`config.mk`:
```
export PLATFORM = sky130hd
export DESIGN_NAME = rv_timer_flat
export DESIGN_NICKNAME = d
export VERILOG_FILES = /design/src/verilog/soc_pkg.sv /design/src/verilog/tl_if.sv /design/src/verilog/rv_timer.sv /design/src/flat_wrapper.sv
export VERILOG_INCLUDE_DIRS = /design/src /design/src/verilog
export SDC_FILE = /design/constraint.sdc
export NUM_CORES = 1
export LEC_CHECK = 0
export ABC_AREA = 0
export BUFFER_PORTS_ARGS = -buffer_cell sky130_fd_sc_hd__clkbuf_2
export CAP_MARGIN = 10
export CORE_UTILIZATION = 35
export DETAILED_ROUTE_END_ITERATION = 6
export PLACE_DENSITY = 0.55
export REMOVE_ABC_BUFFERS = 1
export SYNTH_ARGS = -nofsm -noshare
export SYNTH_HDL_FRONTEND = slang
export SYNTH_SLANG_ARGS = --single-unit
```
`constraint.sdc`:
```
create_clock -name clk_i -period 4.34 [get_ports clk_i]
set_input_delay 0.651 -clock clk_i [delete_from_list [all_inputs] [get_ports clk_i]]
set_output_delay 0.651 -clock clk_i [all_outputs]
set_load 0.02 [all_outputs]
```
`src/verilog/soc_consts.svh`:
```
// ####################
// address map and sizes of the subsystem
// each device window is 4 KiB and aligned to its size
// ####################

`ifndef SOC_CONSTS_SVH
`define SOC_CONSTS_SVH

// device base addresses
`define SOC_RAM_BASE   32'h1000_0000
`define SOC_GPIO_BASE  32'h4000_0000
`define SOC_TIMER_BASE 32'h4008_0000

// low address bits decoded inside a device window
`define SOC_DEV_WINDOW_AW 12

// ram word address width, 256 words
`define SOC_RAM_AW 8

// number of gpio pins
`define SOC_GPIO_W 16

`endif

```
`src/verilog/soc_pkg.sv`:
```
// ####################
// bus word types shared by the crossbar and all devices
// data bus is fixed at 32 bits with one mask bit per byte
// ####################

package soc_pkg;

  // byte address as seen by the host
  typedef logic [31:0] bus_addr_t;

  // one bus data word
  typedef logic [31:0] bus_data_t;

  // byte enables, bit i covers data bits [8*i+7:8*i]
  typedef logic [3:0] bus_mask_t;

  // decoded target of a request
  // DevNone means no device window matched and the
  // crossbar answers with an error itself
  typedef enum logic [1:0] {
    DevRam   = 2'd0,
    DevGpio  = 2'd1,
    DevTimer = 2'd2,
    DevNone  = 2'd3
  } dev_sel_e;

endpackage

```
`src/verilog/tl_if.sv`:
```
// ####################
// request/response bus, one transaction per handshake
// fields hold steady while valid waits for ready
// ####################

interface tl_if;

  // request channel, driven by the host
  logic                  a_valid;
  logic                  a_write;
  soc_pkg::bus_addr_t    a_addr;
  soc_pkg::bus_data_t    a_wdata;
  soc_pkg::bus_mask_t    a_mask;
  logic                  a_ready;

  // response channel, driven by the device
  logic                  d_valid;
  soc_pkg::bus_data_t    d_data;
  logic                  d_error;
  logic                  d_ready;

  modport host (
    output a_valid, a_write, a_addr, a_wdata, a_mask, d_ready,
    input  a_ready, d_valid, d_data, d_error
  );

  modport device (
    input  a_valid, a_write, a_addr, a_wdata, a_mask, d_ready,
    output a_ready, d_valid, d_data, d_error
  );

endinterface

```
`src/verilog/rv_timer.sv`:
```
// ####################
// 32-bit mtime with one compare, counts while CTRL[0] is set
// register writes ignore the byte mask
// ####################

`include "soc_consts.svh"

module rv_timer (
  input  logic clk_i,
  input  logic reset_i,
  tl_if.device bus,
  output logic intr_o
);

  localparam logic [`SOC_DEV_WINDOW_AW-1:0] OffMtime    = 'h0;
  localparam logic [`SOC_DEV_WINDOW_AW-1:0] OffMtimecmp = 'h4;
  localparam logic [`SOC_DEV_WINDOW_AW-1:0] OffCtrl     = 'h8;

  logic [`SOC_DEV_WINDOW_AW-1:0] offset;
  logic                          accept;
  logic                          wr;
  soc_pkg::bus_data_t            mtime_q;
  soc_pkg::bus_data_t            mtimecmp_q;
  logic                          enable_q;
  soc_pkg::bus_data_t            rdata;
  logic                          rsp_valid_q;
  soc_pkg::bus_data_t            rsp_data_q;

  assign offset      = bus.a_addr[`SOC_DEV_WINDOW_AW-1:0];
  assign bus.a_ready = !rsp_valid_q;
  assign accept      = bus.a_valid && bus.a_ready;
  assign wr          = accept && bus.a_write;

  // a bus write to MTIME wins over the increment
  always_ff @(posedge clk_i) begin
    if (reset_i) begin
      mtime_q <= '0;
    end else if (wr && offset == OffMtime) begin
      mtime_q <= bus.a_wdata;
    end else if (enable_q) begin
      mtime_q <= mtime_q + 32'd1;
    end
  end

  always_ff @(posedge clk_i) begin
    if (reset_i) begin
      mtimecmp_q <= '1;
      enable_q   <= 1'b0;
    end else begin
      if (wr && offset == OffMtimecmp) mtimecmp_q <= bus.a_wdata;
      if (wr && offset == OffCtrl) enable_q <= bus.a_wdata[0];
    end
  end

  // reads see the count before the acceptance edge
  always_comb begin
    case (offset)
      OffMtime:    rdata = mtime_q;
      OffMtimecmp: rdata = mtimecmp_q;
      OffCtrl:     rdata = {31'b0, enable_q};
      default:     rdata = '0;
    endcase
  end

  always_ff @(posedge clk_i) begin
    if (reset_i) begin
      rsp_valid_q <= 1'b0;
    end else if (accept) begin
      rsp_valid_q <= 1'b1;
    end else if (bus.d_valid && bus.d_ready) begin
      rsp_valid_q <= 1'b0;
    end
  end

  always_ff @(posedge clk_i) begin
    if (accept) rsp_data_q <= bus.a_write ? '0 : rdata;
  end

  assign bus.d_valid = rsp_valid_q;
  assign bus.d_data  = rsp_data_q;
  assign bus.d_error = 1'b0;

  // expiry only counts while the timer runs
  assign intr_o = enable_q && (mtime_q >= mtimecmp_q);

endmodule

```
`src/flat_wrapper.sv`:
```
// flat-port wrapper written by rule: the top's interface ports become plain ports
module rv_timer_flat 
  (clk_i, reset_i, intr_o, bus_a_valid, bus_a_write, bus_a_addr, bus_a_wdata, bus_a_mask, bus_d_ready, bus_a_ready, bus_d_valid, bus_d_data, bus_d_error);
  tl_if bus_i ();
  input  logic clk_i;
  input  logic reset_i;
  output logic intr_o;
  input wire logic [$bits(bus_i.a_valid)-1:0] bus_a_valid;
  input wire logic [$bits(bus_i.a_write)-1:0] bus_a_write;
  input wire logic [$bits(bus_i.a_addr)-1:0] bus_a_addr;
  input wire logic [$bits(bus_i.a_wdata)-1:0] bus_a_wdata;
  input wire logic [$bits(bus_i.a_mask)-1:0] bus_a_mask;
  input wire logic [$bits(bus_i.d_ready)-1:0] bus_d_ready;
  output wire logic [$bits(bus_i.a_ready)-1:0] bus_a_ready;
  output wire logic [$bits(bus_i.d_valid)-1:0] bus_d_valid;
  output wire logic [$bits(bus_i.d_data)-1:0] bus_d_data;
  output wire logic [$bits(bus_i.d_error)-1:0] bus_d_error;
  assign bus_i.a_valid = bus_a_valid;
  assign bus_i.a_write = bus_a_write;
  assign bus_i.a_addr = bus_a_addr;
  assign bus_i.a_wdata = bus_a_wdata;
  assign bus_i.a_mask = bus_a_mask;
  assign bus_i.d_ready = bus_d_ready;
  assign bus_a_ready = bus_i.a_ready;
  assign bus_d_valid = bus_i.d_valid;
  assign bus_d_data = bus_i.d_data;
  assign bus_d_error = bus_i.d_error;
  rv_timer u_core (.clk_i(clk_i), .reset_i(reset_i), .bus(bus_i), .intr_o(intr_o));
endmodule
```
==> results.toml <==
[sta]
setup-tns-final_ns = 0
slew_headroom_pct = 22.67
hold_violations = 0
worst_slew_pin_slew_ns = 1.156
fin_ws_ns = 0.6308
rsz0062_at_grt = "false"
min_period_ns = 3.709
fin_skew_ns = 0.006980
setup_viol = 0
fin_crit_sh_pct = 85.46
fmax_mhz = 269.6
hold_ws_ns = 0.4786
slew_violations = 0

[place]
dpl.cell_count = 792
port_buffers = 83
dp_worst_setup_slack_ns = 0.9729
place.gp.congestion = 0.7852
dp.final_hpwl_microns = 8564

[cts]
cts_resized = 0
cts_tree = "done"
holdBufCountCts = 0
h-tree-depth = 3
cts_setup_buffers = 0
cts_buffers = 9
cts_sinks = 98
clk_latency_ns = 0.35
cts_root_buf = "clkbuf_16"
clockBufferDepth = 2
clk_pin_slew_ns = 0.07

[global_routing]
grt_pass1_vias = 4088
grt.overflow.total = 0
grt_usage_pct = 17.58
grt_pass1_wl_microns = 20610
grt_max_degree = 65
antenna_found_initial = 0

[yosys]
synth_edf_count = 32
yosysUniqueCellTypes = 47
syn_area_per_cell_sq_um = 9.331
ys_top_cells_by_area = "dfxtp_1 (26%), edfxtp_1 (19%), ha_1 (8.0%), nor2_1 (7.1%), a211o_1 (5.6%)"
synth.top_cells.by_count = "nor2_1 (98), dfxtp_1 (66), inv_1 (38)"
synthDominantCellAreaShare_pct = 25.61
synth_top_area_cell = "dfxtp_1"
ys_seq_area_share_pct = 44.23
ys_seq_elements = 98
synthCells = 553
yosys_most_used_dff = "dfxtp_1"
synthArstFlopShare_pct = 0
netlist_area_sq_um = 5160
yosysWarnings = 0
yosysMostFrequentCell = "nor2_1"

[critical_path]
critPathKind = "register to primary output"
required_ns = 3.69
crit_chain = "inv_1, ha_1, nand2b_1, a2111oi_0, o21ai_0, a2111oi_0, o21ai_0, clkbuf_2"
worstPathArrival_ns = 3.06
critPathSlowestCell = "a2111oi_0"
endpoint_kind = "primary output"
start_kind = "register"
critical_path_peak_fanout = 5
max_stage_delay_ns = 0.76

[finish]
sequential_cell_area_sq_um = 2282
fillers = 1436
multi_input_area_sq_um = 2610
diodes = 0
syn_to_final_growth_pct = 17.00
layoutNonFillerInstCount = 808
nets = 725
drive_above_1_share_pct = 18.75

[floorplan]
io_pins = 109
dieArea_sq_um = 15230
die_h_microns = 123.4
fp.coreArea_sq_um = 14480
row_count = 44
die_w_microns = 123.4
start_util_pct = 35.64

[drt]
drtAntennaViolNets = 0
wire_per_inst_microns = 15.82
via_per_inst = 5.266
vias = 4255
first_pass_iters = 4
wl_microns = 12790
drc = 0
drt-initial-drc-count = 225

[flow_run]
maxCapViolCount = 0

[power]
p_total_mw = 1.917
peakVddDrop_mv = 0.1911
power.leakage_nw = 2.498
power_density_nw_per_um2 = 317.6

[status]
status = "completed"

[hold_path]
min_path_type = "input port to register"
-- critical path, delay by kind of cell (launching register included) --
family	cells	cell delay [ns]
compound gates	4	1.61
flops	1	0.42
buf+inv	2	0.28
fa+ha+maj	1	0.26
simple gates	1	0.14
-- power breakdown --
group / internal (mW) / switching [mW]
logic: 0.0317 / 0.0669
registers: 0.961 / 0.00509
clock network: 0.504 / 0.349
total: 1.50 / 0.421
-- logic make-up after synthesis --
kind of cell               after synthesis  share of synthesized area [%]
muxes                                    3                         0.5820
AOI/OAI and AO/OA                      136                          19.86
xor gates and xnor gates                21                          3.565
adders and majority gates               33                          8.002
buffers and inverters                   71                          5.480
and+or+nand+nor                        190                          18.21
other                                    1                        0.07268
DFF                                     98                          44.23
-- worst paths after layout --
kind	endpoint	depth (start not counted)	startpoint	slack [ns]
setup / recovery	intr_o	8	u_core.mtime_q[0]$_SDFFE_PP0P_	0.63
hold / removal	u_core.bus.d_valid$_SDFFE_PP0P_	2	bus_d_ready	0.48
setup reg to reg	u_core.mtime_q[25]$_SDFFE_PP0P_	5	u_core.enable_q$_SDFFE_PP0P_	1.93
hold reg to reg	u_core.mtime_q[31]$_SDFFE_PP0P_	2	u_core.mtime_q[31]$_SDFFE_PP0P_	0.54
-- cell usage in the layout (no fill, tap or decap), types with 3 or more instances in the layout --
master     count
a22oi_1       31
and4_1         5
a211oi_1      25
mux2i_1        3
o21ai_0       13
nand4_1       11
nand3_1       11
nor4_2         3
a211o_1       33
xor2_1        12
nor3_1         8
edfxtp_1      32
xnor2_1        9
nand2_1       23
or3_1          8
dfxtp_1       66
a21oi_1        9
a21o_1         3
o21a_1         3
buf_4          5
nor2_1        98
clkbuf_16      9
clkbuf_2      83
and3_1         5
ha_1          33
a311oi_1      10
inv_1         38
-- layer usage --
| metal | part of all wire, % | wire length [microns] | track usage (%) |
|---|---|---|---|
| met1 | 47 | 5956 | 22.52 |
| met2 | 49 | 6254 | 30.20 |
| met3 | 3.1 | 397 | 2.721 |
| met4 | 1.4 | 178 | 5.422 |
| met5 | 0 | 0 | 0 |
-- flip-flops by register name (all words and copies together), names as in the netlist --
| signal | cells |
|---|---|
| u_core.mtimecmp_q | 32 |
| u_core.mtime_q | 32 |
| u_core.enable_q | 1 |
| u_core.bus.d_valid | 1 |
| u_core.bus.d_data | 32 |
-- area by class of cell --
type / instances / share of cell area, %
multi-input combinational: 384 / 43.23
sequential: 98 / 37.80
timing repair buffer: 88 / 7.503
tap: 184 / 3.813
clock buffer: 9 / 3.731
inverter: 38 / 2.363
clock inverter: 7 / 1.554
-- metrics by stage --
step,area [sq um],utilization [%]
floorplan,5020,-
global placement,5718,39.49
detailed placement,5718,39.49
CTS,6037,41.70
global route,6037,41.70
finish,6037,41.70
Power figures use the tool's default switching activity.
