==> src/verilog/soc_consts.svh <==
// ####################
// address map and sizes of the subsystem
// each device window is 4 KiB and aligned to its size
// ####################

`ifndef SOC_CONSTS_SVH
`define SOC_CONSTS_SVH

// device base addresses
`define SOC_RAM_BASE   32'h1000_0000
`define SOC_GPIO_BASE  32'h4000_0000
`define SOC_TIMER_BASE 32'h4008_0000

// low address bits decoded inside a device window
`define SOC_DEV_WINDOW_AW 12

// ram word address width, 256 words
`define SOC_RAM_AW 8

// number of gpio pins
`define SOC_GPIO_W 16

`endif

==> src/verilog/soc_pkg.sv <==
// ####################
// bus word types shared by the crossbar and all devices
// data bus is fixed at 32 bits with one mask bit per byte
// ####################

package soc_pkg;

  // byte address as seen by the host
  typedef logic [31:0] bus_addr_t;

  // one bus data word
  typedef logic [31:0] bus_data_t;

  // byte enables, bit i covers data bits [8*i+7:8*i]
  typedef logic [3:0] bus_mask_t;

  // decoded target of a request
  // DevNone means no device window matched and the
  // crossbar answers with an error itself
  typedef enum logic [1:0] {
    DevRam   = 2'd0,
    DevGpio  = 2'd1,
    DevTimer = 2'd2,
    DevNone  = 2'd3
  } dev_sel_e;

endpackage

==> src/verilog/tl_if.sv <==
// ####################
// request/response bus, one transaction per handshake
// fields hold steady while valid waits for ready
// ####################

interface tl_if;

  // request channel, driven by the host
  logic                  a_valid;
  logic                  a_write;
  soc_pkg::bus_addr_t    a_addr;
  soc_pkg::bus_data_t    a_wdata;
  soc_pkg::bus_mask_t    a_mask;
  logic                  a_ready;

  // response channel, driven by the device
  logic                  d_valid;
  soc_pkg::bus_data_t    d_data;
  logic                  d_error;
  logic                  d_ready;

  modport host (
    output a_valid, a_write, a_addr, a_wdata, a_mask, d_ready,
    input  a_ready, d_valid, d_data, d_error
  );

  modport device (
    input  a_valid, a_write, a_addr, a_wdata, a_mask, d_ready,
    output a_ready, d_valid, d_data, d_error
  );

endinterface

==> src/verilog/xbar_main.sv <==
// ####################
// one host to three devices, one transaction in flight
// unmapped addresses get an error response with zero data
// ####################

`include "soc_consts.svh"

module xbar_main (
  input  logic clk_i,
  input  logic reset_i,
  tl_if.device host_bus,
  tl_if.host   ram_bus,
  tl_if.host   gpio_bus,
  tl_if.host   timer_bus
);

  localparam soc_pkg::bus_addr_t RamBase   = `SOC_RAM_BASE;
  localparam soc_pkg::bus_addr_t GpioBase  = `SOC_GPIO_BASE;
  localparam soc_pkg::bus_addr_t TimerBase = `SOC_TIMER_BASE;

  soc_pkg::dev_sel_e req_sel;
  soc_pkg::dev_sel_e sel_q;
  logic              busy_q;
  logic              req_fire;
  logic              rsp_fire;

  // upper address bits must match a base exactly
  function automatic soc_pkg::dev_sel_e decode(soc_pkg::bus_addr_t addr);
    if (addr[31:`SOC_DEV_WINDOW_AW] == RamBase[31:`SOC_DEV_WINDOW_AW]) begin
      return soc_pkg::DevRam;
    end
    if (addr[31:`SOC_DEV_WINDOW_AW] == GpioBase[31:`SOC_DEV_WINDOW_AW]) begin
      return soc_pkg::DevGpio;
    end
    if (addr[31:`SOC_DEV_WINDOW_AW] == TimerBase[31:`SOC_DEV_WINDOW_AW]) begin
      return soc_pkg::DevTimer;
    end
    return soc_pkg::DevNone;
  endfunction

  assign req_sel  = decode(host_bus.a_addr);
  assign req_fire = host_bus.a_valid && host_bus.a_ready;
  assign rsp_fire = host_bus.d_valid && host_bus.d_ready;

  // valid only reaches the selected device, fields go everywhere
  assign ram_bus.a_valid   = host_bus.a_valid && !busy_q && (req_sel == soc_pkg::DevRam);
  assign gpio_bus.a_valid  = host_bus.a_valid && !busy_q && (req_sel == soc_pkg::DevGpio);
  assign timer_bus.a_valid = host_bus.a_valid && !busy_q && (req_sel == soc_pkg::DevTimer);

  assign ram_bus.a_write   = host_bus.a_write;
  assign ram_bus.a_addr    = host_bus.a_addr;
  assign ram_bus.a_wdata   = host_bus.a_wdata;
  assign ram_bus.a_mask    = host_bus.a_mask;
  assign gpio_bus.a_write  = host_bus.a_write;
  assign gpio_bus.a_addr   = host_bus.a_addr;
  assign gpio_bus.a_wdata  = host_bus.a_wdata;
  assign gpio_bus.a_mask   = host_bus.a_mask;
  assign timer_bus.a_write = host_bus.a_write;
  assign timer_bus.a_addr  = host_bus.a_addr;
  assign timer_bus.a_wdata = host_bus.a_wdata;
  assign timer_bus.a_mask  = host_bus.a_mask;

  always_comb begin
    case (req_sel)
      soc_pkg::DevRam:   host_bus.a_ready = !busy_q && ram_bus.a_ready;
      soc_pkg::DevGpio:  host_bus.a_ready = !busy_q && gpio_bus.a_ready;
      soc_pkg::DevTimer: host_bus.a_ready = !busy_q && timer_bus.a_ready;
      default:           host_bus.a_ready = !busy_q;
    endcase
  end

  // response comes from the device latched at acceptance
  always_comb begin
    host_bus.d_valid = 1'b0;
    host_bus.d_data  = '0;
    host_bus.d_error = 1'b0;
    if (busy_q) begin
      case (sel_q)
        soc_pkg::DevRam: begin
          host_bus.d_valid = ram_bus.d_valid;
          host_bus.d_data  = ram_bus.d_data;
          host_bus.d_error = ram_bus.d_error;
        end
        soc_pkg::DevGpio: begin
          host_bus.d_valid = gpio_bus.d_valid;
          host_bus.d_data  = gpio_bus.d_data;
          host_bus.d_error = gpio_bus.d_error;
        end
        soc_pkg::DevTimer: begin
          host_bus.d_valid = timer_bus.d_valid;
          host_bus.d_data  = timer_bus.d_data;
          host_bus.d_error = timer_bus.d_error;
        end
        default: begin
          // own error answer, one cycle after acceptance
          host_bus.d_valid = 1'b1;
          host_bus.d_error = 1'b1;
        end
      endcase
    end
  end

  assign ram_bus.d_ready   = host_bus.d_ready && busy_q && (sel_q == soc_pkg::DevRam);
  assign gpio_bus.d_ready  = host_bus.d_ready && busy_q && (sel_q == soc_pkg::DevGpio);
  assign timer_bus.d_ready = host_bus.d_ready && busy_q && (sel_q == soc_pkg::DevTimer);

  always_ff @(posedge clk_i) begin
    if (reset_i) begin
      busy_q <= 1'b0;
      sel_q  <= soc_pkg::DevNone;
    end else if (req_fire) begin
      busy_q <= 1'b1;
      sel_q  <= req_sel;
    end else if (rsp_fire) begin
      busy_q <= 1'b0;
    end
  end

endmodule
==> src/flat_wrapper.sv <==
// flat-port wrapper written by rule: the top's interface ports become plain ports
module xbar_main_flat 
  (clk_i, reset_i, host_bus_a_valid, host_bus_a_write, host_bus_a_addr, host_bus_a_wdata, host_bus_a_mask, host_bus_d_ready, host_bus_a_ready, host_bus_d_valid, host_bus_d_data, host_bus_d_error, ram_bus_a_valid, ram_bus_a_write, ram_bus_a_addr, ram_bus_a_wdata, ram_bus_a_mask, ram_bus_d_ready, ram_bus_a_ready, ram_bus_d_valid, ram_bus_d_data, ram_bus_d_error, gpio_bus_a_valid, gpio_bus_a_write, gpio_bus_a_addr, gpio_bus_a_wdata, gpio_bus_a_mask, gpio_bus_d_ready, gpio_bus_a_ready, gpio_bus_d_valid, gpio_bus_d_data, gpio_bus_d_error, timer_bus_a_valid, timer_bus_a_write, timer_bus_a_addr, timer_bus_a_wdata, timer_bus_a_mask, timer_bus_d_ready, timer_bus_a_ready, timer_bus_d_valid, timer_bus_d_data, timer_bus_d_error);
  tl_if host_bus_i ();
  tl_if ram_bus_i ();
  tl_if gpio_bus_i ();
  tl_if timer_bus_i ();
  input  logic clk_i;
  input  logic reset_i;
  input wire logic [$bits(host_bus_i.a_valid)-1:0] host_bus_a_valid;
  input wire logic [$bits(host_bus_i.a_write)-1:0] host_bus_a_write;
  input wire logic [$bits(host_bus_i.a_addr)-1:0] host_bus_a_addr;
  input wire logic [$bits(host_bus_i.a_wdata)-1:0] host_bus_a_wdata;
  input wire logic [$bits(host_bus_i.a_mask)-1:0] host_bus_a_mask;
  input wire logic [$bits(host_bus_i.d_ready)-1:0] host_bus_d_ready;
  output wire logic [$bits(host_bus_i.a_ready)-1:0] host_bus_a_ready;
  output wire logic [$bits(host_bus_i.d_valid)-1:0] host_bus_d_valid;
  output wire logic [$bits(host_bus_i.d_data)-1:0] host_bus_d_data;
  output wire logic [$bits(host_bus_i.d_error)-1:0] host_bus_d_error;
  output wire logic [$bits(ram_bus_i.a_valid)-1:0] ram_bus_a_valid;
  output wire logic [$bits(ram_bus_i.a_write)-1:0] ram_bus_a_write;
  output wire logic [$bits(ram_bus_i.a_addr)-1:0] ram_bus_a_addr;
  output wire logic [$bits(ram_bus_i.a_wdata)-1:0] ram_bus_a_wdata;
  output wire logic [$bits(ram_bus_i.a_mask)-1:0] ram_bus_a_mask;
  output wire logic [$bits(ram_bus_i.d_ready)-1:0] ram_bus_d_ready;
  input wire logic [$bits(ram_bus_i.a_ready)-1:0] ram_bus_a_ready;
  input wire logic [$bits(ram_bus_i.d_valid)-1:0] ram_bus_d_valid;
  input wire logic [$bits(ram_bus_i.d_data)-1:0] ram_bus_d_data;
  input wire logic [$bits(ram_bus_i.d_error)-1:0] ram_bus_d_error;
  output wire logic [$bits(gpio_bus_i.a_valid)-1:0] gpio_bus_a_valid;
  output wire logic [$bits(gpio_bus_i.a_write)-1:0] gpio_bus_a_write;
  output wire logic [$bits(gpio_bus_i.a_addr)-1:0] gpio_bus_a_addr;
  output wire logic [$bits(gpio_bus_i.a_wdata)-1:0] gpio_bus_a_wdata;
  output wire logic [$bits(gpio_bus_i.a_mask)-1:0] gpio_bus_a_mask;
  output wire logic [$bits(gpio_bus_i.d_ready)-1:0] gpio_bus_d_ready;
  input wire logic [$bits(gpio_bus_i.a_ready)-1:0] gpio_bus_a_ready;
  input wire logic [$bits(gpio_bus_i.d_valid)-1:0] gpio_bus_d_valid;
  input wire logic [$bits(gpio_bus_i.d_data)-1:0] gpio_bus_d_data;
  input wire logic [$bits(gpio_bus_i.d_error)-1:0] gpio_bus_d_error;
  output wire logic [$bits(timer_bus_i.a_valid)-1:0] timer_bus_a_valid;
  output wire logic [$bits(timer_bus_i.a_write)-1:0] timer_bus_a_write;
  output wire logic [$bits(timer_bus_i.a_addr)-1:0] timer_bus_a_addr;
  output wire logic [$bits(timer_bus_i.a_wdata)-1:0] timer_bus_a_wdata;
  output wire logic [$bits(timer_bus_i.a_mask)-1:0] timer_bus_a_mask;
  output wire logic [$bits(timer_bus_i.d_ready)-1:0] timer_bus_d_ready;
  input wire logic [$bits(timer_bus_i.a_ready)-1:0] timer_bus_a_ready;
  input wire logic [$bits(timer_bus_i.d_valid)-1:0] timer_bus_d_valid;
  input wire logic [$bits(timer_bus_i.d_data)-1:0] timer_bus_d_data;
  input wire logic [$bits(timer_bus_i.d_error)-1:0] timer_bus_d_error;
  assign host_bus_i.a_valid = host_bus_a_valid;
  assign host_bus_i.a_write = host_bus_a_write;
  assign host_bus_i.a_addr = host_bus_a_addr;
  assign host_bus_i.a_wdata = host_bus_a_wdata;
  assign host_bus_i.a_mask = host_bus_a_mask;
  assign host_bus_i.d_ready = host_bus_d_ready;
  assign host_bus_a_ready = host_bus_i.a_ready;
  assign host_bus_d_valid = host_bus_i.d_valid;
  assign host_bus_d_data = host_bus_i.d_data;
  assign host_bus_d_error = host_bus_i.d_error;
  assign ram_bus_a_valid = ram_bus_i.a_valid;
  assign ram_bus_a_write = ram_bus_i.a_write;
  assign ram_bus_a_addr = ram_bus_i.a_addr;
  assign ram_bus_a_wdata = ram_bus_i.a_wdata;
  assign ram_bus_a_mask = ram_bus_i.a_mask;
  assign ram_bus_d_ready = ram_bus_i.d_ready;
  assign ram_bus_i.a_ready = ram_bus_a_ready;
  assign ram_bus_i.d_valid = ram_bus_d_valid;
  assign ram_bus_i.d_data = ram_bus_d_data;
  assign ram_bus_i.d_error = ram_bus_d_error;
  assign gpio_bus_a_valid = gpio_bus_i.a_valid;
  assign gpio_bus_a_write = gpio_bus_i.a_write;
  assign gpio_bus_a_addr = gpio_bus_i.a_addr;
  assign gpio_bus_a_wdata = gpio_bus_i.a_wdata;
  assign gpio_bus_a_mask = gpio_bus_i.a_mask;
  assign gpio_bus_d_ready = gpio_bus_i.d_ready;
  assign gpio_bus_i.a_ready = gpio_bus_a_ready;
  assign gpio_bus_i.d_valid = gpio_bus_d_valid;
  assign gpio_bus_i.d_data = gpio_bus_d_data;
  assign gpio_bus_i.d_error = gpio_bus_d_error;
  assign timer_bus_a_valid = timer_bus_i.a_valid;
  assign timer_bus_a_write = timer_bus_i.a_write;
  assign timer_bus_a_addr = timer_bus_i.a_addr;
  assign timer_bus_a_wdata = timer_bus_i.a_wdata;
  assign timer_bus_a_mask = timer_bus_i.a_mask;
  assign timer_bus_d_ready = timer_bus_i.d_ready;
  assign timer_bus_i.a_ready = timer_bus_a_ready;
  assign timer_bus_i.d_valid = timer_bus_d_valid;
  assign timer_bus_i.d_data = timer_bus_d_data;
  assign timer_bus_i.d_error = timer_bus_d_error;
  xbar_main u_core (.clk_i(clk_i), .reset_i(reset_i), .host_bus(host_bus_i), .ram_bus(ram_bus_i), .gpio_bus(gpio_bus_i), .timer_bus(timer_bus_i));
endmodule
==> config.mk <==
export PLATFORM = sky130hd
export DESIGN_NAME = xbar_main_flat
export DESIGN_NICKNAME = d
export VERILOG_FILES = /design/src/verilog/soc_pkg.sv /design/src/verilog/tl_if.sv /design/src/verilog/xbar_main.sv /design/src/flat_wrapper.sv
export VERILOG_INCLUDE_DIRS = /design/src /design/src/verilog
export SDC_FILE = /design/constraint.sdc
export NUM_CORES = 1
export LEC_CHECK = 0
export BUFFER_PORTS_ARGS = -buffer_cell sky130_fd_sc_hd__buf_2
export CAP_MARGIN = 5
export CORE_AREA = 2 2 166 168
export DETAILED_ROUTE_END_ITERATION = 7
export DIE_AREA = 0 0 168 170
export GPL_TIMING_DRIVEN = 1
export SETUP_SLACK_MARGIN = 0.05
export SYNTH_ARGS = -nofsm -noshare
export SYNTH_HDL_FRONTEND = slang
export SYNTH_SLANG_ARGS = --single-unit
==> constraint.sdc <==
create_clock -name clk_i -period 2.15 [get_ports clk_i]
set_clock_uncertainty 0.2 [all_clocks]
set_input_delay 0.1075 -clock clk_i [delete_from_list [all_inputs] [get_ports clk_i]]
set_output_delay 0.1075 -clock clk_i [all_outputs]
set_load 0.01 [all_outputs]
==> impl_metrics.json <==
{
  "max-slew-margin-rel_pct": 61.79,
  "setup_viol": 3,
  "ys.flop_type": "dfxtp_1",
  "crit_required_ns": 1.84,
  "post_drt_wl_per_cell_um": 14.02,
  "cp_data_arrival_time_ns": 1.94,
  "worst_slew_pin_slew_ns": 0.5720,
  "grt_use_met2_pct": 13.74,
  "start_util_pct": 10.78,
  "synth_nets": 588,
  "ys_warn_count": 0,
  "cp_max_fo": 4,
  "synth_seq_cells": 3,
  "drc": 0,
  "area_growth_pct": 14.81,
  "track_usage_pct": 7.032,
  "io_buffers": 229,
  "cp_common_cell": "nor2_1",
  "synthesis.instances": 406,
  "clock_sinks": 3,
  "fin_nets": 628,
  "finalHoldViolations": 0,
  "slew_violations": 0,
  "fmax_ghz": 0.4450,
  "slowest_delay_ns": 0.28,
  "gp_congestion": 0.7994,
  "routed_wl_mm": 11.03,
  "violations": "setup timing",
  "finalCriticalPeriod_ns": 2.247,
  "core_region_area_um2": 26650,
  "p_per_area_nw_per_um2": 212.5,
  "netlist_area_um2": 2873,
  "status": "finished, violations left",
  "synth_cell_types": 28,
  "grt_pass1_vias": 2485,
  "use_met1_pct": 6.392,
  "hold_path_class": "in -> out",
  "p_sw_share_pct": 31.59,
  "combPwrFrac_pct": 48.4,
  "fp.dieArea_um2": 28560,
  "vias": 2579,
  "die_x_um": 168,
  "worstPathCellList": "buf_6 > nor4_4 > buf_4 > and4_4 > nand2_4 > or2_4 > ha_4 > a22oi_2 > a21oi_1 > nor2_1 > nor2_1 > buf_2",
  "cp-end-kind": "output pin",
  "p_seq_share_pct": 8.5,
  "htree_levels": 1,
  "antenna_found_initial": 1,
  "rsz0062_at_grt": "true",
  "power_leakage_nw": 1.841,
  "final_cell_mix": "buf_2, and2_1, nand2_1",
  "clock_latency_ns": 0.23,
  "syn_avg_cell_area_um2": 7.076,
  "synth-seq-area-share_pct": 2.091,
  "power_mw": 0.7010,
  "whs_path_depth": 0,
  "maxCapViolCount": 0,
  "cts-root-buf": "clkbuf_16",
  "avgViaCountPerCell": 3.277,
  "grt_use_met3_pct": 2.535,
  "pwr-share-clk_pct": 43.1,
  "drt_iter0_markers": 58,
  "ys_async_sr_fraction_pct": 0,
  "cell_internal_pwr_mw": 0.4796,
  "dieHeight_um": 170,
  "drtAntennaViolNets": 0,
  "dp_hpwl_mm": 8.767,
  "firstDrtPassIters": 4,
  "p_sw_mw": 0.2214,
  "cts_tree": "done",
  "start_kind": "input pin",
  "drive_gt1_share_pct": 64.04,
  "layout_commonest_cell": "buf_2",
  "fin_tns_setup_ns": -0.2058,
  "row_count": 60,
  "fin_crit_sh_pct": 104.5,
  "cts.path.max_buffers": 2,
  "top_usage_layer": "met2",
  "critPathKind": "in -> out",
  "grt_max_degree": 40,
  "reg2reg_depth": 4,
  "cts_made_buffers": 3,
  "synth_edf_count": 0,
  "grt_pass1_wl_mm": 14.63,
  "io_pins": 426,
  "vdd_drop_max_v": 0.0003715,
  "cp_slowest_cell": "or2_4",
  "grt_overflow_total": 0,
  "fin_ws_ns": -0.09695
}
## critical path: cells and delay by family
kind | cells | cell delay [ns]
buffers and inverters | 3 | 0.39
adder cells (fa/ha/maj) | 1 | 0.17
AND/OR/NAND/NOR | 6 | 1.01
AO/OA/AOI/OAI | 2 | 0.26
## path summary, 6_finish.rpt
kind	from	end	slack [ns]
hold / removal	host_bus_a_wdata[4]	gpio_bus_a_wdata[4]	0.02
hold reg to reg	u_core.busy_q$_SDFFE_PP0P_	u_core.busy_q$_SDFFE_PP0P_	0.52
setup reg to reg	u_core.sel_q[0]$_SDFFE_PP1P_	u_core.busy_q$_SDFFE_PP0P_	0.47
setup / recovery	host_bus_a_addr[20]	host_bus_a_ready	-0.1
## cell type report
| class | instances | area, um^2 |
|---|---|---|
| fillers | 3073 | 23350 |
| repair buffers | 257 | 1428 |
| multi-input cells | 180 | 1292 |
| well taps | 341 | 426.7 |
| clock buffers | 4 | 78.83 |
| flip-flops and latches | 3 | 66.31 |
| inverters | 1 | 3.754 |
| diodes | 1 | 2.502 |
## cell families (layout without fill, tap and decap cells)
family                     Yosys count  count (layout)  synth area share [%]
buffers and inverters              224             262                 57.93
and+or+nand+nor                     98              99                 17.42
AOI/OAI and AO/OA                   42              42                 8.493
muxes                               35              35                 12.33
adders and majority gates            4               4                 1.742
DFF                                  3               3                 2.091
other                                0               1                     0
## power by group through the flow
stage	registers, mW	logic [mW]	clock network [mW]
global placement	0.0619	0.323	0
global route	0.0598	0.366	0.306
detailed placement	0.0617	0.325	0
finish	0.0594	0.339	0.302
CTS	0.0597	0.339	0.300
floorplan	0.0588	0.448	0
## sequential cells by signal, summed over array words and instances, names as in the netlist
signal	flops
u_core.sel_q	2
u_core.busy_q	1
## routing by layer
| layer | routed length [um] | up-vias |
|---|---|---|
| met5 | 0 | - |
| met4 | 426 | 0 |
| met3 | 1273 | 40 |
| met2 | 5595 | 234 |
| met1 | 3737 | 1111 |
| li1 | - | 1194 |
## stage by stage
step	hold WS [ns]	util [%]	std cells	setup WS (ns)	instance area, um^2
final	0.01501	12.38	787	-0.09695	3298
after global routing	0.01503	12.37	786	-0.2227	3296
after CTS	0.01513	12.01	784	-0.09889	3202
after detailed placement	0.01513	11.14	776	-0.3625	2969
after global placement	0.01513	11.14	776	-0.2536	2969
after floorplan	-0.02343	-	406	0.1118	2873
## synthesized netlist by cell type (all sizes together), types with 4 or more instances
master	n	area [um^2]
buf	218	1642
and2	35	219.0
nand2	35	131.4
mux2i	32	320.3
o21ai	32	160.2
nor2	10	37.54
clkbuf	5	18.77
ha	4	50.05
nand2b	4	25.02
nor4	4	25.02
## what timing repair did
item / 4_1_cts / 5_1_grt
cloned: 1 / 0
setup endpoints to repair: 37 / 18
resized for setup: 28 / 12
endpoints found under the hold margin: 2 / 0
hold buffers: 1 / 0
pin swaps: 13 / 8
buffers inserted: 2 / 2
No activity file was read; power rests on OpenSTA's default activity.
