**config.mk**
```make
export PLATFORM = sky130hd
export DESIGN_NAME = gpio_flat
export DESIGN_NICKNAME = d
export VERILOG_FILES = /design/src/verilog/soc_pkg.sv /design/src/verilog/tl_if.sv /design/src/verilog/gpio.sv /design/src/flat_wrapper.sv
export VERILOG_INCLUDE_DIRS = /design/src /design/src/verilog
export SDC_FILE = /design/constraint.sdc
export NUM_CORES = 1
export LEC_CHECK = 0
export ABC_CLOCK_PERIOD_IN_PS = 2000
export BUFFER_PORTS_ARGS = -buffer_cell sky130_fd_sc_hd__clkbuf_2
export CORE_MARGIN = 1
export CORE_UTILIZATION = 47
export CTS_CLUSTER_DIAMETER = 120
export DETAILED_ROUTE_END_ITERATION = 8
export PLACE_DENSITY = 0.77
export SYNTH_ARGS = -nofsm -noshare
export SYNTH_HDL_FRONTEND = slang
export SYNTH_SLANG_ARGS = --single-unit
```
**constraint.sdc**
```tcl
create_clock -name clk_i -period 2 [get_ports clk_i]
set_input_delay 0.1 -clock clk_i [delete_from_list [all_inputs] [get_ports clk_i]]
set_output_delay 0.1 -clock clk_i [all_outputs]
set_load 0.02 [all_outputs]
```
**src/verilog/soc_consts.svh**
```systemverilog
// ####################
// address map and sizes of the subsystem
// each device window is 4 KiB and aligned to its size
// ####################

`ifndef SOC_CONSTS_SVH
`define SOC_CONSTS_SVH

// device base addresses
`define SOC_RAM_BASE   32'h1000_0000
`define SOC_GPIO_BASE  32'h4000_0000
`define SOC_TIMER_BASE 32'h4008_0000

// low address bits decoded inside a device window
`define SOC_DEV_WINDOW_AW 12

// ram word address width, 256 words
`define SOC_RAM_AW 8

// number of gpio pins
`define SOC_GPIO_W 16

`endif

```
**src/verilog/soc_pkg.sv**
```systemverilog
// ####################
// bus word types shared by the crossbar and all devices
// data bus is fixed at 32 bits with one mask bit per byte
// ####################

package soc_pkg;

  // byte address as seen by the host
  typedef logic [31:0] bus_addr_t;

  // one bus data word
  typedef logic [31:0] bus_data_t;

  // byte enables, bit i covers data bits [8*i+7:8*i]
  typedef logic [3:0] bus_mask_t;

  // decoded target of a request
  // DevNone means no device window matched and the
  // crossbar answers with an error itself
  typedef enum logic [1:0] {
    DevRam   = 2'd0,
    DevGpio  = 2'd1,
    DevTimer = 2'd2,
    DevNone  = 2'd3
  } dev_sel_e;

endpackage

```
**src/verilog/tl_if.sv**
```systemverilog
// ####################
// request/response bus, one transaction per handshake
// fields hold steady while valid waits for ready
// ####################

interface tl_if;

  // request channel, driven by the host
  logic                  a_valid;
  logic                  a_write;
  soc_pkg::bus_addr_t    a_addr;
  soc_pkg::bus_data_t    a_wdata;
  soc_pkg::bus_mask_t    a_mask;
  logic                  a_ready;

  // response channel, driven by the device
  logic                  d_valid;
  soc_pkg::bus_data_t    d_data;
  logic                  d_error;
  logic                  d_ready;

  modport host (
    output a_valid, a_write, a_addr, a_wdata, a_mask, d_ready,
    input  a_ready, d_valid, d_data, d_error
  );

  modport device (
    input  a_valid, a_write, a_addr, a_wdata, a_mask, d_ready,
    output a_ready, d_valid, d_data, d_error
  );

endinterface

```
**src/verilog/gpio.sv**
```systemverilog
// ####################
// gpio with direct out/oe, 2-flop input sync, rising edge irq
// register writes ignore the byte mask
// ####################

`include "soc_consts.svh"

module gpio (
  input  logic                   clk_i,
  input  logic                   reset_i,
  tl_if.device                   bus,
  input  logic [`SOC_GPIO_W-1:0] gpio_i,
  output logic [`SOC_GPIO_W-1:0] gpio_o,
  output logic [`SOC_GPIO_W-1:0] gpio_oe_o,
  output logic                   intr_o
);

  localparam logic [`SOC_DEV_WINDOW_AW-1:0] OffDataIn     = 'h0;
  localparam logic [`SOC_DEV_WINDOW_AW-1:0] OffDirectOut  = 'h4;
  localparam logic [`SOC_DEV_WINDOW_AW-1:0] OffDirectOe   = 'h8;
  localparam logic [`SOC_DEV_WINDOW_AW-1:0] OffIntrState  = 'hc;
  localparam logic [`SOC_DEV_WINDOW_AW-1:0] OffIntrEnable = 'h10;

  logic [`SOC_DEV_WINDOW_AW-1:0] offset;
  logic                          accept;
  logic                          wr;
  logic [`SOC_GPIO_W-1:0]        wdata;
  logic [`SOC_GPIO_W-1:0]        sync1_q, sync2_q, prev_q;
  logic [`SOC_GPIO_W-1:0]        rise, clr;
  logic [`SOC_GPIO_W-1:0]        out_q, oe_q, state_q, enable_q;
  soc_pkg::bus_data_t            rdata;
  logic                          rsp_valid_q;
  soc_pkg::bus_data_t            rsp_data_q;

  assign offset      = bus.a_addr[`SOC_DEV_WINDOW_AW-1:0];
  assign bus.a_ready = !rsp_valid_q;
  assign accept      = bus.a_valid && bus.a_ready;
  assign wr          = accept && bus.a_write;
  assign wdata       = bus.a_wdata[`SOC_GPIO_W-1:0];

  // input synchronizer, prev_q feeds the edge detect
  always_ff @(posedge clk_i) begin
    if (reset_i) begin
      sync1_q <= '0;
      sync2_q <= '0;
      prev_q  <= '0;
    end else begin
      sync1_q <= gpio_i;
      sync2_q <= sync1_q;
      prev_q  <= sync2_q;
    end
  end

  assign rise = sync2_q & ~prev_q;
  assign clr  = (wr && offset == OffIntrState) ? wdata : '0;

  always_ff @(posedge clk_i) begin
    if (reset_i) begin
      out_q    <= '0;
      oe_q     <= '0;
      enable_q <= '0;
      state_q  <= '0;
    end else begin
      if (wr && offset == OffDirectOut) out_q <= wdata;
      if (wr && offset == OffDirectOe) oe_q <= wdata;
      if (wr && offset == OffIntrEnable) enable_q <= wdata;
      // a new edge beats a clear in the same cycle
      state_q <= (state_q & ~clr) | rise;
    end
  end

  always_comb begin
    case (offset)
      OffDataIn:     rdata = soc_pkg::bus_data_t'(sync2_q);
      OffDirectOut:  rdata = soc_pkg::bus_data_t'(out_q);
      OffDirectOe:   rdata = soc_pkg::bus_data_t'(oe_q);
      OffIntrState:  rdata = soc_pkg::bus_data_t'(state_q);
      OffIntrEnable: rdata = soc_pkg::bus_data_t'(enable_q);
      default:       rdata = '0;
    endcase
  end

  always_ff @(posedge clk_i) begin
    if (reset_i) begin
      rsp_valid_q <= 1'b0;
    end else if (accept) begin
      rsp_valid_q <= 1'b1;
    end else if (bus.d_valid && bus.d_ready) begin
      rsp_valid_q <= 1'b0;
    end
  end

  always_ff @(posedge clk_i) begin
    if (accept) rsp_data_q <= bus.a_write ? '0 : rdata;
  end

  assign bus.d_valid = rsp_valid_q;
  assign bus.d_data  = rsp_data_q;
  assign bus.d_error = 1'b0;

  assign gpio_o    = out_q;
  assign gpio_oe_o = oe_q;
  assign intr_o    = |(state_q & enable_q);

endmodule

```
**src/flat_wrapper.sv**
```systemverilog
// flat-port wrapper written by rule: the top's interface ports become plain ports
module gpio_flat 
  (clk_i, reset_i, gpio_i, gpio_o, gpio_oe_o, intr_o, bus_a_valid, bus_a_write, bus_a_addr, bus_a_wdata, bus_a_mask, bus_d_ready, bus_a_ready, bus_d_valid, bus_d_data, bus_d_error);
  tl_if bus_i ();
  input  logic clk_i;
  input  logic reset_i;
  input  logic [`SOC_GPIO_W-1:0] gpio_i;
  output logic [`SOC_GPIO_W-1:0] gpio_o;
  output logic [`SOC_GPIO_W-1:0] gpio_oe_o;
  output logic intr_o;
  input wire logic [$bits(bus_i.a_valid)-1:0] bus_a_valid;
  input wire logic [$bits(bus_i.a_write)-1:0] bus_a_write;
  input wire logic [$bits(bus_i.a_addr)-1:0] bus_a_addr;
  input wire logic [$bits(bus_i.a_wdata)-1:0] bus_a_wdata;
  input wire logic [$bits(bus_i.a_mask)-1:0] bus_a_mask;
  input wire logic [$bits(bus_i.d_ready)-1:0] bus_d_ready;
  output wire logic [$bits(bus_i.a_ready)-1:0] bus_a_ready;
  output wire logic [$bits(bus_i.d_valid)-1:0] bus_d_valid;
  output wire logic [$bits(bus_i.d_data)-1:0] bus_d_data;
  output wire logic [$bits(bus_i.d_error)-1:0] bus_d_error;
  assign bus_i.a_valid = bus_a_valid;
  assign bus_i.a_write = bus_a_write;
  assign bus_i.a_addr = bus_a_addr;
  assign bus_i.a_wdata = bus_a_wdata;
  assign bus_i.a_mask = bus_a_mask;
  assign bus_i.d_ready = bus_d_ready;
  assign bus_a_ready = bus_i.a_ready;
  assign bus_d_valid = bus_i.d_valid;
  assign bus_d_data = bus_i.d_data;
  assign bus_d_error = bus_i.d_error;
  gpio u_core (.clk_i(clk_i), .reset_i(reset_i), .bus(bus_i), .gpio_i(gpio_i), .gpio_o(gpio_o), .gpio_oe_o(gpio_oe_o), .intr_o(intr_o));
endmodule
```
==> results by group, run 1 <==
Outcome
  • Status: completed

Power and ir drop
  • Switching fraction of total power: between 20% and 30%
  • P_sw: approximately 1400 µW
  • Int Power: roughly 4500 µW
  • PwrDens: around 870 nW/µm²
  • Worst VDD drop: about 0.00043 V
  • Reg power frac: a little under half
  • Clock power frac: 45.5%
  • Logic pwr share: under 10%
  • Leak: between 0.002 and 0.003 µW

Detailed routing
  • Routed len/inst: 16.31 µm
  • Via count: roughly 4k
  • Via density: ~5.2
  • DR pass1 iterations: 5
  • Final ANT Viol Nets: 0
  • DRT iter0 DRCs: 300
  • Drt drc: 0
  • Final WL: about 13 mm

Run
  • Max Cap Viol: 0

STA
  • Final Slew Violations: 0
  • Max Fclk: 0.5173 GHz
  • Setup tns final: 0 ns
  • Setup Viol. Count Final: 0
  • Final hold viol count: 0
  • Tmin final: just under 2 ns
  • Final Cycle Share: a little over nine tenths
  • Final setup skew: between 0.01 and 0.015 ns
  • RSZ-0062 raised after global routing: no
  • Min Hold Slack: around 0.015 ns

Synth
  • Number of enable flip-flop cells after synthesis: 16
  • Mux cell area share after synthesis: between 10% and 20%
  • Synth cell count leaders: 113 x dfxtp_1, 80 x mux2i_1, 80 x nand2b_1
  • Post-synthesis adder-cell area fraction: 0%
  • FF+latch count, synth: between 100 and 150
  • Share of the synthesized area in the top cell type: a little over two fifths
  • Dominant cell type by area after synthesis: dfxtp_1
  • Seq/Total Area, Yosys: approximately half
  • Synth Cell Area: approximately 5400 µm²
  • Synth Area in Simple Gates: 18.40%
  • Most frequent cell after synthesis: dfxtp_1
  • Mapped Cells: 500
  • Synth area leaders: dfxtp_1 42%, mux2i_1 15%, nand2b_1 9.2%
  • Count of cell types in the netlist: 31
  • Main combinational cell family by area after synthesis: simple AND/OR/NAND/NOR gates
  • Syn_area_per_cell: approximately 11 µm²
  • Yosys warning total: 0
  • XOR/XNOR Fraction of Synth Area: 0%
  • Compound-cell area share of the yosys netlist: under 10%
  • Ys async rst share: 0%
  • Top FF cell, synth: dfxtp_1

Worst hold path
  • HP Class: input port to flop
  • Worst hold start: bus_a_wdata[3]

GRT
  • GRT Overall Usage: between 20% and 30%
  • Initial antenna violation count: 2
  • Vias in the first global route: 3908
  • Grt ovf: 0
  • First-pass GRT wire length: approximately 20 mm
  • Largest net degree at the start of global routing: 130

Clocking
  • CTS buffer count: 17
  • CTS root buffer: clkbuf_16
  • Clk_lat worst skew: about 0.41 ns
  • CTS tree: yes
  • CTS sink count: about 130
  • Clk pin slew, worst setup/hold paths: about 0.06 ns
  • Htree depth: 4
  • Longest Clk Path Bufs: 2

Worst setup path
  • WP data required: 2.28 ns
  • CP Max Fanout: 16
  • Worst EP arrival: around 2.2 ns
  • Crit end category: flop
  • Setup CP Type: flop to flop
  • Worst r2r src: u_core.bus.d_valid
  • Element type at the critical path start: flop
  • Crit. Startpoint: u_core.bus.d_valid

Layout
  • Final net count: 707
  • FILL cells: 940
  • Sequential Area: around 2700 µm²
  • Multi-input gate area: ~2400 µm²
  • Final instance area: slightly below 7000 µm²
  • Post-route insts no fill: slightly below 800
  • Fraction of layout cells with a size suffix above 1: a little under a quarter
  • Area Overhead vs Synth: 24.57%

Placement
  • GP Congestion: roughly 0.84
  • Detailed placer's ending HPWL: 8.695 mm
  • Placed inst area: slightly above 6000 µm²
  • Inst Count DP: 720
  • Quantity of I/O buffers inserted on ports: between 90 and 100

Floorplanning
  • Core Region: approximately 11000 µm²
  • Initial core utilization: a little under 50%
  • I/O pin count: between 150 and 200
  • Die Ht: ~110 µm
  • Chip Width: 109.5 µm
  • DIE AREA: ~12000 µm²
  • FP Rows: 38
-- layer usage --
| layer | GRT usage (%) | vias to the layer above | routed length, µm |
|---|---|---|---|
| met5 | 0 | - | 0 |
| met4 | 8.286 | 0 | 303 |
| met3 | 6.283 | 26 | 941 |
| met2 | 35.35 | 167 | 5747 |
| met1 | 28.28 | 1884 | 5614 |
| li1 | - | 1953 | - |
-- critical path: stages (launching register included) --
cell and delay [ns]:
dfxtp_4 0.33, buf_4 0.15, or4bb_1 0.51, or4_1 0.48, buf_12 0.20, mux2i_1 0.12
-- timing repair --
item | CTS | global route
gates resized for setup | 0 | 1
buffers inserted | 0 | 0
hold endpoints to repair | 19 | 0
setup endpoints to repair | 0 | 1
hold buffers | 19 | 0
-- final cells by class --
class                      count  share of cell area, %
sequential                   129                  40.62
multi-input combinational    321                  35.71
antenna                        2                0.07402
inverter                      17                 0.9437
clock buffer                  21                  6.662
clock inverter                11                 0.9623
tap                          140                  2.591
timing repair buffer         132                  12.44
-- placed cells by master, fill, tap and decap left out, drive strengths merged, types with 3 or more instances in the layout --
master / synthesis / layout
a221oi: 4 / 4
a22o: 19 / 19
a2bb2oi: 16 / 16
buf: 32 / 15
clkbuf: 17 / 119
clkinv: 0 / 7
clkinvlp: 0 / 3
conb: 1 / 17
dfxtp: 113 / 113
dlygate4sd3: 0 / 19
edfxtp: 16 / 16
inv: 17 / 18
mux2i: 80 / 80
nand2b: 80 / 80
nor2b: 49 / 49
nor4: 3 / 3
o21ai: 17 / 17
o22ai: 16 / 16
or4: 5 / 5
or4b: 3 / 3
-- registers in the layout, summed over array words and instances, names as in the netlist --
name	cells
u_core.bus.d_data	16
u_core.bus.d_valid	1
u_core.enable_q	16
u_core.gpio_o	16
u_core.gpio_oe_o	16
u_core.prev_q	16
u_core.state_q	16
u_core.sync1_q	16
u_core.sync2_q	16
-- worst paths after layout --
kind | slack, ns | to | cells past startpoint
max | 0.07 | u_core.gpio_o[8] | 5
min | 0.01 | u_core.state_q[3] | 3
max reg2reg | 0.07 | u_core.gpio_o[8] | 5
min reg2reg | 0.43 | u_core.sync2_q[13] | 1
-- power by group through the flow --
stage / clock, µW / combinational (µW) / sequential, µW
2_1_floorplan: 0 / 270 / 2830
3_3_place_gp: 0 / 381 / 2820
3_5_place_dp: 0 / 396 / 2830
4_1_cts: 2710 / 426 / 2770
5_1_grt: 2850 / 464 / 2780
6_report: 2670 / 426 / 2770
-- cells by family after synthesis --
family / Yosys count
other: 1
DFF: 129
muxes: 80
and+or+nand+nor: 150
AOI/OAI and AO/OA: 74
buffers and inverters: 66
-- through the flow --
stage | total power (µW) | utilization [%] | setup slack [ns]
final | 5875 | 61.30 | 0.06685
after CTS | 5908 | 61.22 | 0.06617
after floorplan | 3098 | - | 0.04593
after detailed placement | 3223 | 54.82 | 0.09239
after global routing | 6092 | 61.25 | 0.01226
after global placement | 3204 | 54.82 | 0.1202
No activity file was read; power rests on OpenSTA's default activity.
==> run 2: changes to the inputs <==
--- a/config.mk
+++ b/config.mk
@@ -7,12 +7,13 @@
 export NUM_CORES = 1
 export LEC_CHECK = 0
 export ABC_CLOCK_PERIOD_IN_PS = 2000
-export BUFFER_PORTS_ARGS = -buffer_cell sky130_fd_sc_hd__clkbuf_2
+export BUFFER_PORTS_ARGS = -buffer_cell sky130_fd_sc_hd__buf_2
 export CORE_MARGIN = 1
 export CORE_UTILIZATION = 47
 export CTS_CLUSTER_DIAMETER = 120
 export DETAILED_ROUTE_END_ITERATION = 8
 export PLACE_DENSITY = 0.77
+export SLEW_MARGIN = 20
 export SYNTH_ARGS = -nofsm -noshare
 export SYNTH_HDL_FRONTEND = slang
 export SYNTH_SLANG_ARGS = --single-unit
==> results by group, run 2 (synthesis gave the netlist of run 1 again) <==
Layout
  • Final instance area: 6915 µm² (+2.3%)
  • Area Overhead vs Synth: 27.41%
  • Fraction of layout cells with a size suffix above 1: 24.53% (+0.91 points)
  • Commonest cells after routing, fill and taps aside: 112 x dfxtp_1, 99 x buf_2, 80 x mux2i_1, 80 x nand2b_1, 49 x nor2b_1
  • Final net count: 708 (+0.14%)
  • Commonest non-fill, non-tap cell in the layout: dfxtp_1
  • Post-route insts no fill: 774 (+0.13%)
  • FILL cells: 907 (-3.5%)

Worst hold path
  • Min-Delay Path Depth: 3 (unchanged)
  • HP Class: input port to flop

Floorplanning
  • DIE AREA: 11980 µm² (unchanged)
  • Initial core utilization: 49.21% (unchanged)
  • Die Ht: 109.5 µm (unchanged)
  • Chip Width: 109.5 µm (unchanged)
  • Core Region: 11030 µm² (unchanged)
  • I/O pin count: 157 (unchanged)
  • FP Rows: 38 (unchanged)

Clocking
  • Clk_lat worst skew: 0.41 ns (about the same)
  • CTS tree: yes
  • CTS root buffer: clkbuf_16
  • CTS buffer count: 17 (unchanged)
  • Htree depth: 4 (unchanged)
  • Clk pin slew, worst setup/hold paths: 0.06 ns (about the same)
  • CTS sink count: 129 (unchanged)
  • Longest Clk Path Bufs: 2 (unchanged)

Worst setup path
  • CP peak stage delay: 0.52 ns (about the same)
  • Element type at the critical path start: flop
  • Crit end category: flop
  • Worst EP arrival: 2.27 ns (+0.06 ns)
  • CP Max Fanout: 16 (unchanged)
  • CP max stage cell: or4bb_1
  • Setup CP Type: flop to flop
  • Reg2Reg Depth: 5 (unchanged)
  • WP data required: 2.33 ns (+0.05 ns)
  • Chain of cells forming the critical path: buf_4, or4bb_1, or4_4, buf_12, mux2i_1

Detailed routing
  • Via density: 5.260 (+0.89%)
  • Drt drc: 0 (unchanged)
  • Final WL: 12.87 mm (+2.1%)
  • DRT iter0 DRCs: 296 (-1.3%)
  • Routed len/inst: 16.63 µm (+2.0%)
  • Final ANT Viol Nets: 0 (unchanged)
  • Via count: 4071 (+1.0%)
  • DR pass1 iterations: 5 (unchanged)

Placement
  • Placement Setup Slack: 0.03727 ns (-0.05513 ns)
  • Placed inst area: 6075 µm² (+0.46%)
  • Detailed placer's ending HPWL: 9.031 mm (+3.9%)
  • GP Congestion: 0.8304 (-0.99%)
  • Inst Count DP: 722 (+0.28%)
  • Quantity of I/O buffers inserted on ports: 99 (unchanged)

STA
  • RSZ-0062 raised after global routing: no
  • Tmin final: 1.942 ns (+0.009226 ns)
  • Final Cycle Share: 97.12% (+0.46 points)
  • Setup Viol. Count Final: 0 (unchanged)
  • Final WS setup: 0.05763 ns (-0.009226 ns)
  • Final Slew Violations: 0 (unchanged)
  • Final setup skew: 0.005047 ns (-0.005126 ns)
  • Setup tns final: 0 ns (unchanged)
  • Final hold viol count: 0 (unchanged)
  • Max Fclk: 0.5148 GHz (-0.47%)

Run
  • Max Cap Viol: 0 (unchanged)

Outcome
  • Status: completed

Power and ir drop
  • Worst VDD drop: 0.0004947 V (+15%)
  • PwrDens: 943.6 nW/µm² (+8.6%)
  • Leak: 0.003044 µW (+3.2%)

GRT
  • Initial antenna violation count: 3 (+1)
  • GRT Overall Usage: 22.61% (+0.52 points)
  • First-pass GRT wire length: 20.20 mm (+2.2%)
  • Vias in the first global route: 4046 (+3.5%)
  • Grt ovf: 0 (unchanged)
  • Largest net degree at the start of global routing: 52 (-60%)
==> run 2: cell types whose count changed in the layout (fill, tap and decap cells not counted), moves of 2 or more <==
cell       change
clkinv_4       +3
bufinv_16      +3
clkbuf_2      -98
clkbuf_1       -3
clkinv_2       -4
clkbuf_16      +2
buf_2         +98
==> run 2: timing repair <==
action,in CTS,in global routing
setup buffers,0,0
endpoints found under the hold margin,17,0
hold buffers,18,0
resized for setup,0,1
endpoints found under the setup margin,0,3
==> run 2: layout make-up <==
class | instances | area, µm² | share of cell area [%]
flip-flops and latches | 129 | 2746 | 39.71
repair buffers | 133 | 858.3 | 12.41
well taps | 140 | 175.2 | 2.533
clock inverters | 11 | 148.9 | 2.153
inverters | 17 | 63.81 | 0.9227
multi-input cells | 321 | 2415 | 34.92
diodes | 2 | 5.005 | 0.07237
clock buffers | 21 | 503.0 | 7.273
==> run 2: critical path: cells and delay by family (launching register included) <==
| family | cells | cell delay (ns) |
|---|---|---|
| simple gates | 2 | 0.99 |
| mux | 1 | 0.19 |
| buf+inv | 2 | 0.34 |
| flops | 1 | 0.33 |
==> run 2: stage by stage <==
stage	power (µW)	hold slack (ns)	utilization, %
after detailed placement	3229	0.2911	55.07
after CTS	6555	0.003214	62.61
after global placement	3210	0.2834	55.07
after floorplan	3098	0.1888	-
final	6525	0.01362	62.69
after global routing	6739	0.01517	62.65
==> run 2: final timing paths <==
| path | start | end | slack [ns] |
|---|---|---|---|
| setup / recovery | u_core.bus.d_valid | u_core.gpio_o[3] | 0.06 |
| hold / removal | bus_a_wdata[13] | u_core.state_q[13] | 0.01 |
| setup reg to reg | u_core.bus.d_valid | u_core.gpio_o[3] | 0.06 |
| hold reg to reg | u_core.sync1_q[3] | u_core.sync2_q[3] | 0.44 |
==> run 2: per-layer routing <==
layer  global-route usage [%]  wire [µm]  up-vias
met5                        0         10        -
met4                    10.67        360        2
met3                    7.291       1062       34
met2                    35.85       5889      184
met1                    27.84       5551     1904
li1                         -          -     1947
==> run 2: power by group <==
| group | switching, µW | internal [µW] | total (µW) |
|---|---|---|---|
| sequential | 57.6 | 2720 | 2770 |
| clock | 1140 | 2180 | 3320 |
| combinational | 229 | 203 | 431 |
| total | 1430 | 5090 | 6530 |
==> run 3: changes to the inputs <==
--- a/config.mk
+++ b/config.mk
@@ -7,7 +7,7 @@
 export NUM_CORES = 1
 export LEC_CHECK = 0
 export ABC_CLOCK_PERIOD_IN_PS = 2000
-export BUFFER_PORTS_ARGS = -buffer_cell sky130_fd_sc_hd__buf_2
+export BUFFER_PORTS_ARGS = -buffer_cell sky130_fd_sc_hd__buf_4
 export CORE_MARGIN = 1
 export CORE_UTILIZATION = 47
 export CTS_CLUSTER_DIAMETER = 120
==> results by group, run 3 (synthesis gave the netlist of run 1 again) <==
STA
  • Final hold viol count: 0 (unchanged)
  • Final Slew Violations: 0 (unchanged)
  • Max Fclk: 0.5239 GHz (+1.8%)
  • Setup Viol. Count Final: 0 (unchanged)
  • Min Hold Slack: 0.02524 ns (+0.01162 ns)
  • Worst rel slew slack: around half
  • RSZ-0062 raised after global routing: no
  • Setup tns final: 0 ns (unchanged)
  • Slew @ Worst Pin: 0.7705 ns
  • Final setup skew: 0.01054 ns (+0.005488 ns)
  • Final Cycle Share: 95.43% (-1.7 points)
  • Tmin final: 1.909 ns (-0.03375 ns)

Layout
  • Antenna cells: 0 (-2)
  • Multi-input gate area: 2415 µm² (unchanged)
  • FILL cells: 883 (-2.6%)
  • Sequential Area: 2746 µm² (unchanged)
  • Fraction of layout cells with a size suffix above 1: 24.25% (-0.28 points)
  • Final net count: 707 (-0.14%)
  • Area Overhead vs Synth: 30.84%
  • Commonest non-fill, non-tap cell in the layout: dfxtp_1
  • Final instance area: 7102 µm² (+2.7%)
  • Commonest cells after routing, fill and taps aside: 112 x dfxtp_1, 111 x buf_4, 80 x mux2i_1, 80 x nand2b_1, 49 x nor2b_1

Floorplanning
  • FP Rows: 38 (unchanged)
  • Chip Width: 109.5 µm (unchanged)
  • Initial core utilization: 49.21% (unchanged)
  • DIE AREA: 11980 µm² (unchanged)
  • I/O pin count: 157 (unchanged)
  • Core Region: 11030 µm² (unchanged)
  • Die Ht: 109.5 µm (unchanged)

Clocking
  • CTS sink count: 129 (unchanged)
  • CTS tree: yes
  • Clk pin slew, worst setup/hold paths: 0.06 ns (about the same)
  • CTS buffer count: 17 (unchanged)
  • Buffer count from post-CTS setup fixing: 0 (unchanged)
  • Clk_lat worst skew: 0.41 ns (about the same)
  • Htree depth: 4 (unchanged)
  • CTS root buffer: clkbuf_16
  • Longest Clk Path Bufs: 2 (unchanged)

Worst setup path
  • Reg2Reg Depth: 5 (unchanged)
  • Register-to-register setup slack: 0.09 ns (+0.03 ns)
  • WP data required: 2.28 ns (-0.05 ns)
  • Element type at the critical path start: flop
  • Setup CP Type: flop to flop
  • CP Max Fanout: 16 (unchanged)
  • Crit end category: flop
  • Worst r2r src: u_core.bus.d_valid
  • Worst EP arrival: 2.19 ns (-0.08 ns)
  • Reg2reg end: u_core.gpio_o[9]

Detailed routing
  • Via count: 3999 (-1.8%)
  • Routed len/inst: 16.17 µm (-2.8%)
  • DRT iter0 DRCs: 230 (-22%)
  • Via density: 5.187 (-1.4%)
  • Drt drc: 0 (unchanged)
  • Final WL: 12.47 mm (-3.1%)
  • Final ANT Viol Nets: 0 (unchanged)
  • DR pass1 iterations: 4 (-1)

Worst hold path
  • HP Class: input port to flop
  • Worst hold start: bus_a_wdata[14]
  • Hold EP: u_core.state_q[14]
  • Min-Delay Path Depth: 3 (unchanged)

GRT
  • Vias in the first global route: 3913 (-3.3%)
  • First-pass GRT wire length: 19.57 mm (-3.1%)
  • Grt ovf: 0 (unchanged)
  • GRT Overall Usage: 21.75% (-0.87 points)
  • Initial antenna violation count: 0 (-3)
  • Largest net degree at the start of global routing: 100 (+92%)

Placement
  • GP Congestion: 0.8163 (-1.7%)
  • Placed inst area: 6290 µm² (+3.5%)
  • Quantity of I/O buffers inserted on ports: 99 (unchanged)
  • Detailed placer's ending HPWL: 8.729 mm (-3.3%)

Power and ir drop
  • Leak: 0.003075 µW (+1.0%)
  • Worst VDD drop: 0.0005062 V (+2.3%)
  • PwrDens: 915.1 nW/µm² (-3.0%)

Outcome
  • Status: completed

Run
  • Max Cap Viol: 0 (unchanged)
run 3: cell types whose count changed in the layout (fill, tap and decap cells not counted):
cell	before	now
clkinv_1	0	1
buf_4	11	111
bufinv_16	3	4
buf_2	99	0
inv_6	0	7
clkbuf_8	2	0
clkbuf_16	19	17
diode_2	2	0
buf_12	5	3
clkinvlp_4	3	1
clkinv_4	3	0
run 3: worst max path at each step:
stage	slack [ns]	to	startpoint
CTS	0.09	u_core.gpio_oe_o[15]	u_core.bus.d_valid
finish	0.09	u_core.gpio_o[9]	u_core.bus.d_valid
detailed placement	0.1	u_core.enable_q[1]	bus_a_addr[9]
floorplan	0.05	u_core.gpio_oe_o[10]	u_core.bus.d_valid
global placement	0.14	u_core.gpio_oe_o[4]	u_core.bus.d_valid
global route	0.04	u_core.gpio_oe_o[15]	u_core.bus.d_valid
run 3: report_power, final:
part	switching, µW	internal, µW
registers	61.1	2710
clock network	1160	2100
logic	230	233
total	1450	5050
run 3: layout make-up:
cell class                 instances  share of cell area, %
clock buffer                      17                  5.990
clock inverter                    15                  2.854
inverter                          17                 0.8985
multi-input combinational        321                  34.00
sequential                       129                  38.67
tap                              140                  2.467
timing repair buffer             132                  15.12
run 3: stage by stage:
stage / power [µW] / worst slack (ns) / std cells / util (%)
after floorplan: 3098 / 0.04593 / 516 / -
after global routing: 6704 / 0.04063 / 771 / 64.38
final: 6499 / 0.09138 / 771 / 64.38
after detailed placement: 3260 / 0.09546 / 721 / 57.02
after global placement: 3244 / 0.1356 / 721 / 57.02
after CTS: 6538 / 0.08910 / 771 / 64.35
run 3: what timing repair did:
action,in CTS,in global routing
gates resized for setup,0,1
hold buffers,18,0
hold endpoints to repair,17,0
endpoints found under the setup margin,0,1
run 3: layer usage:
metal / part of all wire (%) / vias to the layer above / track usage, %
met5: 0 / - / 0
met4: 1.4 / 0 / 7.143
met3: 5.9 / 18 / 5.098
met2: 46 / 141 / 35.18
met1: 46 / 1896 / 28.63
li1: - / 1944 / -
run 3: critical path, cell delays in order (launching register included):
cell     delay (ns)
dfxtp_4        0.34
buf_4          0.15
or4bb_1        0.49
or4_1          0.46
buf_12         0.20
mux2i_1        0.14
